**config.mk**
```make
export PLATFORM = sky130hd
export DESIGN_NAME = routerOutputStage
export DESIGN_NICKNAME = d
export VERILOG_FILES = /design/src/routerPkg.sv /design/src/portLinkIf.sv /design/src/grantTimer.sv /design/src/inputPort.sv /design/src/outputArbiter.sv /design/src/routerOutputStage.sv
export VERILOG_INCLUDE_DIRS = /design/src
export SDC_FILE = /design/constraint.sdc
export NUM_CORES = 1
export LEC_CHECK = 0
export BUFFER_PORTS_ARGS = -buffer_cell sky130_fd_sc_hd__clkbuf_2
export CORE_UTILIZATION = 56
export CTS_CLUSTER_SIZE = 40
export DETAILED_ROUTE_END_ITERATION = 10
export HOLD_SLACK_MARGIN = 0.1
export MAX_ROUTING_LAYER = met4
export PLACE_DENSITY = 0.73
export SLEW_MARGIN = 20
export SYNTH_ARGS = -nofsm -noshare
export SYNTH_HDL_FRONTEND = slang
export SYNTH_SLANG_ARGS = --single-unit
export TNS_END_PERCENT = 20
```
**constraint.sdc**
```tcl
create_clock -name clk -period 8.3 [get_ports clk]
set_clock_uncertainty 0.1 [all_clocks]
set_input_delay 1.66 -clock clk [delete_from_list [all_inputs] [get_ports clk]]
set_output_delay 1.66 -clock clk [all_outputs]
set_load 0.1 [all_outputs]
```
**src/router_defs.svh**
```systemverilog
`ifndef ROUTER_DEFS_SVH
`define ROUTER_DEFS_SVH

// Number of input ports. The one-hot grant encoding assumes five.
`define NUM_PORTS 5

// Width of one flit on the links and in the FIFOs.
`define FLIT_WIDTH 32

// Width of the header length field and of the grant timers.
`define LENGTH_WIDTH 12

// Entries per input FIFO, a power of two.
`define FIFO_DEPTH 4

`endif

```
**src/routerPkg.sv**
```systemverilog
`default_nettype none

`include "router_defs.svh"

package routerPkg;

  typedef enum logic [2:0] {
    HEADER = 3'b001,
    BODY   = 3'b010,
    TAIL   = 3'b100
  } flitId_t;

  typedef struct packed {
    flitId_t                                    flitId;
    logic [4:0]                                 dest;
    logic [`LENGTH_WIDTH-1:0]                   length;
    logic [`FLIT_WIDTH-8-`LENGTH_WIDTH-1:0]     spare;
  } headerView_t;

  typedef struct packed {
    flitId_t                 flitId;
    logic [`FLIT_WIDTH-4:0]  payload;
  } bodyView_t;

  // The same word seen either as a header or as a body/tail flit.
  typedef union packed {
    headerView_t header;
    bodyView_t   body;
  } flit_u;

  // Bit 0 is idle, bits 1 to 5 grant L, N, E, W, S.
  typedef logic [`NUM_PORTS:0] grant_t;

  localparam grant_t GRANT_IDLE = 6'b000001;
  localparam grant_t GRANT_L    = 6'b000010;
  localparam grant_t GRANT_N    = 6'b000100;
  localparam grant_t GRANT_E    = 6'b001000;
  localparam grant_t GRANT_W    = 6'b010000;
  localparam grant_t GRANT_S    = 6'b100000;

endpackage

`default_nettype wire

```
**src/portLinkIf.sv**
```systemverilog
`timescale 1ns/1ps
`default_nettype none

`include "router_defs.svh"

interface portLinkIf;
  import routerPkg::*;

  logic                     req;
  flit_u                    headFlit;
  flitId_t                  headId;
  logic [`LENGTH_WIDTH-1:0] headLength;
  logic                     pop;

  modport source (
    output req,
    output headFlit,
    output headId,
    output headLength,
    input  pop
  );

  modport sink (
    input  req,
    input  headFlit,
    input  headId,
    input  headLength,
    output pop
  );

endinterface

`default_nettype wire

```
**src/grantTimer.sv**
```systemverilog
`timescale 1ns/1ps
`default_nettype none

`include "router_defs.svh"

module grantTimer (
  input  logic                     clk,
  input  logic                     rst,
  input  routerPkg::flitId_t       headId,
  input  logic [`LENGTH_WIDTH-1:0] headLength,
  input  logic                     run,
  output logic                     timesUp
);
  import routerPkg::*;

  logic [`LENGTH_WIDTH-1:0] budget;
  logic [`LENGTH_WIDTH-1:0] count;

  always_ff @(posedge clk)
  begin
    if (rst)
    begin
      budget <= '0;
      count  <= '0;
    end
    else
    begin
      // Every header reaching the head of the FIFO sets a new budget.
      if (headId == HEADER)
        budget <= headLength;
      if (run)
        count <= count + 1'b1;
      else
        count <= '0;
    end
  end

  // With the count starting at zero, a grant lasts at most budget+1 cycles.
  assign timesUp = (count == budget);

endmodule

`default_nettype wire

```
**src/inputPort.sv**
```systemverilog
`timescale 1ns/1ps
`default_nettype none

`include "router_defs.svh"

module inputPort (
  input  logic            clk,
  input  logic            rst,
  input  logic            valid,
  input  routerPkg::flit_u flit,
  output logic            overflow,
  portLinkIf.source       link
);
  import routerPkg::*;

  localparam int PTR_W = $clog2(`FIFO_DEPTH);
  localparam int CNT_W = $clog2(`FIFO_DEPTH + 1);

  flit_u            mem [`FIFO_DEPTH];
  logic [PTR_W-1:0] wrPtr;
  logic [PTR_W-1:0] rdPtr;
  logic [CNT_W-1:0] count;
  logic             full;
  logic             doWrite;
  logic             doPop;
  flit_u            head;

  assign full    = (count == CNT_W'(`FIFO_DEPTH));
  assign doPop   = link.pop && link.req;
  // A pop in the same cycle frees a slot, so a write into a full FIFO still lands.
  assign doWrite = valid && (!full || doPop);

  always_ff @(posedge clk)
  begin
    if (doWrite)
      mem[wrPtr] <= flit;
  end

  always_ff @(posedge clk)
  begin
    if (rst)
    begin
      wrPtr    <= '0;
      rdPtr    <= '0;
      count    <= '0;
      overflow <= 1'b0;
    end
    else
    begin
      if (doWrite)
        wrPtr <= wrPtr + 1'b1;
      if (doPop)
        rdPtr <= rdPtr + 1'b1;
      case ({doWrite, doPop})
        2'b10:   count <= count + 1'b1;
        2'b01:   count <= count - 1'b1;
        default: count <= count;
      endcase
      overflow <= valid && full && !doPop;
    end
  end

  assign head = mem[rdPtr];

  assign link.req        = (count != '0);
  assign link.headFlit   = head;
  // An empty FIFO shows no header, so a stale slot never reloads the timer.
  assign link.headId     = link.req ? head.body.flitId : BODY;
  assign link.headLength = head.header.length;

endmodule

`default_nettype wire

```
**src/outputArbiter.sv**
```systemverilog
`timescale 1ns/1ps
`default_nettype none

`include "router_defs.svh"

module outputArbiter (
  input  logic              clk,
  input  logic              rst,
  portLinkIf.sink           lLink,
  portLinkIf.sink           nLink,
  portLinkIf.sink           eLink,
  portLinkIf.sink           wLink,
  portLinkIf.sink           sLink,
  output routerPkg::grant_t grant,
  output logic              outValid,
  output routerPkg::flit_u  outFlit
);
  import routerPkg::*;

  localparam int PORT_IDX_W = $clog2(`NUM_PORTS);

  grant_t                   state;
  grant_t                   nextState;
  logic [`NUM_PORTS-1:0]    reqVec;
  logic [`NUM_PORTS-1:0]    timesUp;
  logic [`NUM_PORTS-1:0]    run;
  logic [`NUM_PORTS-1:0]    pop;
  flitId_t                  headIdVec [`NUM_PORTS];
  logic [`LENGTH_WIDTH-1:0] headLenVec [`NUM_PORTS];
  flit_u                    headVec [`NUM_PORTS];
  logic [PORT_IDX_W-1:0]    ownerIdx;
  logic                     granted;

  // Index 0 is L, then N, E, W and S, matching grant bits 1 to 5.
  assign reqVec = {sLink.req, wLink.req, eLink.req, nLink.req, lLink.req};

  assign headVec[0] = lLink.headFlit;
  assign headVec[1] = nLink.headFlit;
  assign headVec[2] = eLink.headFlit;
  assign headVec[3] = wLink.headFlit;
  assign headVec[4] = sLink.headFlit;

  assign headIdVec[0] = lLink.headId;
  assign headIdVec[1] = nLink.headId;
  assign headIdVec[2] = eLink.headId;
  assign headIdVec[3] = wLink.headId;
  assign headIdVec[4] = sLink.headId;

  assign headLenVec[0] = lLink.headLength;
  assign headLenVec[1] = nLink.headLength;
  assign headLenVec[2] = eLink.headLength;
  assign headLenVec[3] = wLink.headLength;
  assign headLenVec[4] = sLink.headLength;

  assign lLink.pop = pop[0];
  assign nLink.pop = pop[1];
  assign eLink.pop = pop[2];
  assign wLink.pop = pop[3];
  assign sLink.pop = pop[4];

  for (genvar p = 0; p < `NUM_PORTS; p++)
  begin : genTimer
    grantTimer timer0 (
      .clk        (clk),
      .rst        (rst),
      .headId     (headIdVec[p]),
      .headLength (headLenVec[p]),
      .run        (run[p]),
      .timesUp    (timesUp[p])
    );
  end

  // Scans ports from start onwards, wrapping, and returns the first one requesting.
  function automatic grant_t firstRequester(input logic [`NUM_PORTS-1:0] reqs,
                                            input int start);
    grant_t pick;
    int     idx;
    pick = GRANT_IDLE;
    for (int i = `NUM_PORTS - 1; i >= 0; i--)
    begin
      idx = (start + i) % `NUM_PORTS;
      if (reqs[idx])
      begin
        pick = '0;
        pick[idx + 1] = 1'b1;
      end
    end
    return pick;
  endfunction

  always_comb
  begin
    granted  = 1'b1;
    ownerIdx = '0;
    case (state)
      GRANT_L: ownerIdx = PORT_IDX_W'(0);
      GRANT_N: ownerIdx = PORT_IDX_W'(1);
      GRANT_E: ownerIdx = PORT_IDX_W'(2);
      GRANT_W: ownerIdx = PORT_IDX_W'(3);
      GRANT_S: ownerIdx = PORT_IDX_W'(4);
      default: granted  = 1'b0;
    endcase
  end

  always_comb
  begin
    run = '0;
    if (!granted)
      nextState = firstRequester(reqVec, 0);
    else if (reqVec[ownerIdx] && !timesUp[ownerIdx])
    begin
      run[ownerIdx] = 1'b1;
      nextState     = state;
    end
    else
      // Rotation starts after the owner and ends with the owner itself.
      nextState = firstRequester(reqVec, int'(ownerIdx) + 1);
  end

  always_ff @(posedge clk)
  begin
    if (rst)
      state <= GRANT_IDLE;
    else
      state <= nextState;
  end

  assign grant = state;
  assign pop   = state[`NUM_PORTS:1] & reqVec;

  always_ff @(posedge clk)
  begin
    if (rst)
      outValid <= 1'b0;
    else
      outValid <= |pop;
  end

  always_ff @(posedge clk)
  begin
    if (|pop)
      outFlit <= headVec[ownerIdx];
  end

endmodule

`default_nettype wire

```
**src/routerOutputStage.sv**
```systemverilog
`timescale 1ns/1ps
`default_nettype none

`include "router_defs.svh"

module routerOutputStage (
  input  logic                   clk,
  input  logic                   rst,
  input  logic                   lValid,
  input  logic                   nValid,
  input  logic                   eValid,
  input  logic                   wValid,
  input  logic                   sValid,
  input  routerPkg::flit_u       lFlit,
  input  routerPkg::flit_u       nFlit,
  input  routerPkg::flit_u       eFlit,
  input  routerPkg::flit_u       wFlit,
  input  routerPkg::flit_u       sFlit,
  output logic                   outValid,
  output routerPkg::flit_u       outFlit,
  output routerPkg::grant_t      grant,
  output logic [`NUM_PORTS-1:0]  overflow
);

  portLinkIf lLink ();
  portLinkIf nLink ();
  portLinkIf eLink ();
  portLinkIf wLink ();
  portLinkIf sLink ();

  // Overflow bits follow the port order L, N, E, W, S from bit 0.
  inputPort lPort (.clk(clk), .rst(rst), .valid(lValid), .flit(lFlit),
                   .overflow(overflow[0]), .link(lLink.source));
  inputPort nPort (.clk(clk), .rst(rst), .valid(nValid), .flit(nFlit),
                   .overflow(overflow[1]), .link(nLink.source));
  inputPort ePort (.clk(clk), .rst(rst), .valid(eValid), .flit(eFlit),
                   .overflow(overflow[2]), .link(eLink.source));
  inputPort wPort (.clk(clk), .rst(rst), .valid(wValid), .flit(wFlit),
                   .overflow(overflow[3]), .link(wLink.source));
  inputPort sPort (.clk(clk), .rst(rst), .valid(sValid), .flit(sFlit),
                   .overflow(overflow[4]), .link(sLink.source));

  outputArbiter arbiter0 (
    .clk      (clk),
    .rst      (rst),
    .lLink    (lLink.sink),
    .nLink    (nLink.sink),
    .eLink    (eLink.sink),
    .wLink    (wLink.sink),
    .sLink    (sLink.sink),
    .grant    (grant),
    .outValid (outValid),
    .outFlit  (outFlit)
  );

endmodule

`default_nettype wire

```
==> results of run 1 <==
-- layer usage --
| metal | vias up | GRT usage | part of all wire |
|---|---|---|---|
| li1 | 10300 | - | - |
| met1 | 11600 | 0.353 | 0.39 |
| met2 | 892 | 0.460 | 0.50 |
| met3 | 187 | 0.0557 | 0.071 |
| met4 | 0 | 0.105 | 0.032 |
| met5 | - | - | 0 |
-- registers in the layout, indices dropped and copies added (netlist names), 3 cells and up, named ones only --
| name | cells |
|---|---|
| arbiter0.genTimer.timer0.budget | 60 |
| arbiter0.genTimer.timer0.count | 60 |
| arbiter0.grant | 6 |
| arbiter0.outFlit | 32 |
| ePort.count | 3 |
| ePort.mem | 128 |
| lPort.count | 3 |
| lPort.mem | 128 |
| nPort.count | 3 |
| nPort.mem | 128 |
| sPort.count | 3 |
| sPort.mem | 128 |
| wPort.count | 3 |
| wPort.mem | 128 |
-- where the power goes --
group / switching [uW] / internal, uW
clock: 1630 / 2330
combinational: 2920 / 1260
sequential: 220 / 5030
-- cells by family (layout without fill, tap and decap cells) --
group / after synthesis / in the layout / synth area share
other: 2 / 25 / 0.000201
adders and majority gates: 73 / 73 / 0.0255
AOI/OAI and AO/OA: 348 / 348 / 0.0632
buffers and inverters: 196 / 492 / 0.0209
DFF: 849 / 849 / 0.636
muxes: 284 / 284 / 0.131
and+or+nand+nor: 645 / 645 / 0.0871
xor gates and xnor gates: 154 / 154 / 0.0364
-- metrics by stage --
stage,instance area (um^2),instances,hold slack [ns]
final,42300,3734,0.385
after global routing,42300,3734,0.424
after CTS,42300,3717,0.389
after detailed placement,39400,3556,0.373
after global placement,39400,3556,0.357
after floorplan,37300,2557,0.341
-- worst max-delay path by stage --
stage	startpoint	to	depth (start not counted)
final	arbiter0.grant[4]$_SDFFE_PP0P_	arbiter0.grant[3]$_SDFFE_PP0P_	29
after global routing	arbiter0.grant[4]$_SDFFE_PP0P_	arbiter0.grant[3]$_SDFFE_PP0P_	29
after CTS	arbiter0.grant[4]$_SDFFE_PP0P_	arbiter0.grant[3]$_SDFFE_PP0P_	29
after detailed placement	arbiter0.grant[4]$_SDFFE_PP0P_	arbiter0.grant[4]$_SDFFE_PP0P_	29
after global placement	arbiter0.grant[4]$_SDFFE_PP0P_	arbiter0.grant[3]$_SDFFE_PP0P_	28
after floorplan	arbiter0.grant[4]$_SDFFE_PP0P_	arbiter0.grant[3]$_SDFFE_PP0P_	34
-- layout by cell type, fill, tap and decap left out, drive strengths merged, types with 10 or more instances in the layout --
cell      n
edfxtp  672
clkbuf  316
nor2    235
dfxtp   177
mux4    162
mux2i   119
nand2   114
a21oi   113
xnor2    77
xor2     77
o21ai    73
inv      73
ha       68
buf      53
nand3    53
and3     51
nor3     38
clkinv   37
a211oi   25
and2     21
nand4    20
nor4     20
diode    17
or3      17
a21o     12
bufinv   12
nand2b   11
nor2b    11
o211ai   11
a31oi    10
-- area by class of cell --
| cell class | count | area share |
|---|---|---|
| Antenna cell | 17 | 0.00101 |
| Clock buffer | 107 | 0.0537 |
| Clock inverter | 54 | 0.0149 |
| Inverter | 69 | 0.00612 |
| Multi-Input combinational cell | 1512 | 0.304 |
| Sequential cell | 849 | 0.561 |
| Tap cell | 864 | 0.0255 |
| Timing Repair Buffer | 262 | 0.0341 |
-- worst max-delay path, delay by kind of cell, from the launching register on --
family	cells	cell delay, ns
XOR/XNOR	1	0.26
AND/OR/NAND/NOR	11	2.26
adder cells (fa/ha/maj)	4	1.60
flip-flops	1	0.69
buffers and inverters	5	0.85
AO/OA/AOI/OAI	8	1.83
==> reports/qor.txt, run 1 <==
PwrDens: 317 nW/um^2
Ys flop type: edfxtp_1
First-pass GRT wire length: 138000 um
Root buf cell: clkbuf_16
CTS Buf Count: 86
Crit Reg-Reg Endpoint: arbiter0.grant[3]$_SDFFE_PP0P_
FF+latch area: 23700 um^2
Commonest cells post-synth: 672 x edfxtp_1, 235 x nor2_1, 177 x dfxtp_1, 162 x mux4_2, 119 x mux2i_1
Startpoint Class: register
Yosys warning count: 0
Core Util, Final: 0.643
CTS tree: yes
Final nets: 3020
Netlist cell types: 106
Via count: 23000
Router iterations before antenna repair: 6
Vias per Instance: 6.15
Clock sinks: 849
PnR Total Power: 13400 uW
MaxCap Viol Count: 0
Critical path class: register to register
Die area: 67600 um^2
R2R depth: 29
H-tree depth: 3
EDFF count, synth: 672
Starting Density: 0.566
Fin crit period: 7.67 ns
Vias in the first global route: 23000
Mean Syn Cell Area: 14.6 um^2
Asr flop ratio synth: 0
IO Port Bufs: 210
Fillers: 4636
Post-Syn Area: 37300 um^2
Post-DRT Antenna Nets: 0
DP Wirelength: 62400 um
Period Utilization, post-route: 0.924
Largest net degree at the start of global routing: 89
Endpoints failing hold: 0
Worst Path Required: 8.75 ns
Hold-critical path depth: 1
Cell taking the most area after synthesis: edfxtp_1
FP Rows: 94
Mapped Cells: 2551
Hold buffer count at CTS: 0
Grt ovf: 0
Die height: 260 um
Clock-pin slew on the worst setup and hold paths: 0.06 ns
Critical R2R Launch: arbiter0.grant[4]$_SDFFE_PP0P_
Max incr delay on CP: 0.69 ns
Area contributors post-synth: edfxtp_1 54%, mux4_2 9.8%, dfxtp_1 9.5%, mux2i_1 3.2%, nor2_1 2.4%
Hold wc startpoint: arbiter0.genTimer[3].timer0.count[0]$_SDFF_PP0_
DR iter-0 viols: 1931
Fin Setup TNS: 0 ns
CP Max Fanout: 13
Slowest CP cell: dfxtp_1
Most common cell in the netlist: edfxtp_1
Maximum VDD drop: 0.000417 V
Post_cts resized: 0
Initial antenna violation count: 17
FF+latch count, synth: 849
Post-CTS setup buffer count: 0
Status: complete, no violations
Routed wire length: 93200 um
Lkg Pwr: 0.0149 uW
Hold crit path type: register to register
Most used cell, CP: inv_1
Hold Path End: arbiter0.genTimer[3].timer0.count[0]$_SDFF_PP0_
Die W: 260 um
Gpl congestion: 0.928
Core Area: 65900 um^2
WP data arrival: 8.12 ns
Pins Over Slew Limit: 0
Area Overhead vs Synth: 13.5%
Clk buf depth: 3
Io pins: 211
Clock latency on the worst-skew pair: 0.65 ns
R2R setup slack: 0.63 ns
Area occupied by multi-input gates: 12900 um^2
Setup Slack @ Placement: 0.770 ns
Fraction of layout cells with a size suffix above 1: 0.215
CP Capture Type: register
Tightest Pin Transition: 1.06 ns
PnR worst setup slack: 0.630 ns
Setup repair after global routing missed its margin: no
GRT Total Usage: 0.283
Slew headroom: 0.291
Part of the Yosys area used for sequential elements: 0.636
Max Clk Rate: 130 MHz
Setup violations, final: 0
Synth top area share: 0.541
WL/cell: 25.0 um
DRC viols: 0
(Power assumes the default switching activity.)
==> run 2: changes to the inputs <==
- ABC_AREA: unset -> 1
- CORE_UTILIZATION: 56 -> 25
- PLACE_DENSITY: 0.73 -> 0.38
- SLEW_MARGIN: 20 -> unset
==> reports/qor.txt, run 2 <==
Pins Over Slew Limit: 0 (unchanged)
Fin cells: 5751 (+54%)
Hold-critical path depth: 1 (unchanged)
R2R setup slack: 2.02 ns (+1.39 ns)
Post_cts resized: 0 (unchanged)
Grt ovf: 0 (unchanged)
Hold Path End: arbiter0.genTimer[4].timer0.count[0]$_SDFF_PP0_
Vias per Instance: 4.59 (-25%)
First-pass GRT wire length: 174000 um (+26%)
Netlist cell types: 61 (-42%)
Sw Ratio: 0.389 (+0.0326)
Fraction of layout cells with a size suffix above 1: 0.148 (-0.0669)
Mean Syn Cell Area: 10.7 um^2 (-27%)
Cell-internal power: 8710 uW (+1.0%)
Endpoints failing hold: 0 (unchanged)
Largest net degree at the start of global routing: 66 (-26%)
Commonest cells post-synth: 672 x edfxtp_1, 624 x nand2_1, 355 x nor2_1, 307 x o21ai_0, 216 x inv_1
Die height: 389 um (+50%)
Slew headroom: 0.321 (+0.0299)
Synth top area share: 0.539 (-0.00181)
Tightest Pin Transition: 1.01 ns (-0.0542 ns)
Ys flop type: edfxtp_1
Most used cell, CP: nand2_1
Die W: 389 um (+50%)
R2R depth: 38 (+31%)
PwrDens: 322 nW/um^2 (+1.8%)
Via count: 26400 (+15%)
Vias in the first global route: 25100 (+9.5%)
Part of the power in registers: 0.372 (-0.020)
Family with the most delay on the worst path: simple AND/OR/NAND/NOR gates
Most common cell in the netlist: edfxtp_1
Max Clk Rate: 159 MHz (+22%)
Fin Setup TNS: 0 ns (unchanged)
CP Capture Type: register
Hold wc startpoint: arbiter0.genTimer[4].timer0.count[0]$_SDFF_PP0_
Clock share of power: 0.311 (+0.015)
Setup repair after global routing missed its margin: no
Core Area: 148000 um^2 (+120%)
CTS Buf Count: 101 (+17%)
PnR worst setup slack: 2.02 ns (+1.39 ns)
Fillers: 15400 (+230%)
IO Port Bufs: 210 (unchanged)
Post-CTS setup buffer count: 0 (unchanged)
Inst Count DP: 5541 (+56%)
CP Max Fanout: 16 (+3)
Hold buffer count at CTS: 0 (unchanged)
Comb power frac: 0.317 (+0.005)
Routed wire length: 121000 um (+30%)
FF+latch count, synth: 849 (unchanged)
Die area: 151000 um^2 (+120%)
Clock-pin slew on the worst setup and hold paths: 0.06 ns (about the same)
EDFF count, synth: 672 (unchanged)
Critical R2R Launch: arbiter0.grant[4]$_SDFFE_PP0P_
Root buf cell: clkbuf_16
Commonest non-fill, non-tap cell in the layout: edfxtp_1
Period Utilization, post-route: 0.756 (-0.168)
MaxCap Viol Count: 0 (unchanged)
Slowest CP cell: dfxtp_1
Lkg Pwr: 0.0163 uW (+9.5%)
Worst Path Required: 8.82 ns (+0.07 ns)
Area contributors post-synth: edfxtp_1 54%, dfxtp_1 9.5%, nand2_1 6.3%, o21ai_0 4.1%, nor2_1 3.6%
DR iter-0 viols: 1719 (-11%)
Fin crit period: 6.28 ns (-1.39 ns)
Hold crit path type: register to register
Critical path class: register to register
Router iterations before antenna repair: 5 (-1)
FP Rows: 141 (+50%)
CTS tree: yes
Worst Path Buf+Inv: 4 (-1)
Clock sinks: 849 (unchanged)
GRT Total Usage: 0.161 (-0.122)
Area Overhead vs Synth: 18.2%
Sw power: 5550 uW (+16%)
Startpoint Class: register
Yosys warning count: 0 (unchanged)
Status: complete, no violations
Starting Density: 0.253 (-0.314)
Clock latency on the worst-skew pair: 0.72 ns (+0.07 ns)
DRC viols: 0 (unchanged)
Max incr delay on CP: 0.54 ns (-0.15 ns)
Cell taking the most area after synthesis: edfxtp_1
WP data arrival: 6.80 ns (-1.32 ns)
Io pins: 211 (unchanged)
H-tree depth: 3 (unchanged)
WL/cell: 21.0 um (-16%)
Part of the Yosys area used for sequential elements: 0.634 (-0.00213)
Most frequent cells in the layout: 672 x edfxtp_1, 624 x nand2_1, 334 x nor2_1
DP Wirelength: 82300 um (+32%)
Crit Reg-Reg Endpoint: arbiter0.grant[3]$_SDFFE_PP0P_
Setup violations, final: 0 (unchanged)
Gpl congestion: 0.851 (-8.3%)
Maximum VDD drop: 0.000164 V (-61%)
Asr flop ratio synth: 0 (unchanged)
Post-DRT Antenna Nets: 0 (unchanged)
Initial antenna violation count: 34 (+17)
Post-Syn Area: 37400 um^2 (+0.34%)
Mapped Cells: 3503 (+37%)
Final nets: 3954 (+31%)
Setup Slack @ Placement: 2.06 ns (+1.29 ns)
Clk buf depth: 3 (unchanged)
==> run 2: cell count changes after synthesis, moves of 62 or more <==
cell | previous run | this run
o221ai_1 | 3 | 70
nor2_1 | 235 | 355
mux4_2 | 162 | 0
nand2_1 | 112 | 624
mux2i_1 | 119 | 0
nand3_1 | 52 | 187
o21ai_0 | 71 | 307
inv_1 | 66 | 216
a32o_1 | 2 | 71
xnor2_1 | 77 | 15
a21oi_1 | 111 | 208
==> run 2: how the worst max path moves through the flow <==
stage	startpoint	end	slack, ns	cells past startpoint
after floorplan	arbiter0.grant[4]$_SDFFE_PP0P_	arbiter0.grant[3]$_SDFFE_PP0P_	1.52	40
after global placement	arbiter0.grant[4]$_SDFFE_PP0P_	arbiter0.grant[3]$_SDFFE_PP0P_	2.16	37
after detailed placement	arbiter0.grant[4]$_SDFFE_PP0P_	arbiter0.grant[3]$_SDFFE_PP0P_	2.06	37
after CTS	arbiter0.grant[4]$_SDFFE_PP0P_	arbiter0.grant[3]$_SDFFE_PP0P_	2.03	38
after global routing	arbiter0.grant[4]$_SDFFE_PP0P_	arbiter0.grant[2]$_SDFFE_PP0P_	1.35	37
final	arbiter0.grant[4]$_SDFFE_PP0P_	arbiter0.grant[3]$_SDFFE_PP0P_	2.02	38
==> run 2: worst register-to-register path, delay by kind of cell, from the launching register on <==
kind,cells,cell delay (ns)
AND/OR/NAND/NOR,26,3.28
buffers and inverters,4,0.33
XOR/XNOR,1,0.47
adder cells (fa/ha/maj),4,1.11
AO/OA/AOI/OAI,3,0.38
flip-flops,1,0.54
==> run 2: metrics by stage <==
stage / hold WS [ns] / cell area, um^2 / power [uW] / utilization
3_5_place_dp: 0.338 / 40900 / 9930 / 0.276
4_1_cts: 0.353 / 44200 / 14400 / 0.298
6_report: 0.352 / 44200 / 14300 / 0.298
5_1_grt: 0.383 / 44200 / 15000 / 0.298
3_3_place_gp: 0.330 / 40900 / 9940 / 0.276
2_1_floorplan: 0.317 / 37400 / 8340 / -
==> run 2: kinds of logic after synthesis <==
kind of cell	count (synthesis)	synth area share
AO/OA/AOI/OAI	732	0.119
buffers and inverters	405	0.0417
XOR/XNOR	67	0.0164
flip-flops	849	0.634
other	2	0.000201
adder cells (fa/ha/maj)	73	0.0254
AND/OR/NAND/NOR	1375	0.164
==> run 2: cell type report <==
class,count,area [um^2],area share
multi-input combinational,2255,12400,0.279
sequential,849,23700,0.537
timing repair buffer,261,1430,0.0324
tap,1930,2410,0.0546
clock buffer,130,2670,0.0603
clock inverter,58,649,0.0147
inverter,246,925,0.0209
antenna,22,55.1,0.00124
==> run 2: layer usage <==
metal  GRT usage  wire length (um)  up-vias
li1            -                 -    12900
met1       0.207             54600    12800
met2       0.260             57500      505
met3      0.0328              6040      152
met4      0.0386              2660        0
met5           -                 0        -
==> run 2: power groups by stage <==
stage / Sequential, uW / Clock [uW] / Combinational (uW)
2_1_floorplan: 5970 / 0 / 2370
3_3_place_gp: 5400 / 0 / 4550
3_5_place_dp: 5390 / 0 / 4530
4_1_cts: 5310 / 4570 / 4550
5_1_grt: 5330 / 4730 / 4910
6_report: 5300 / 4440 / 4520
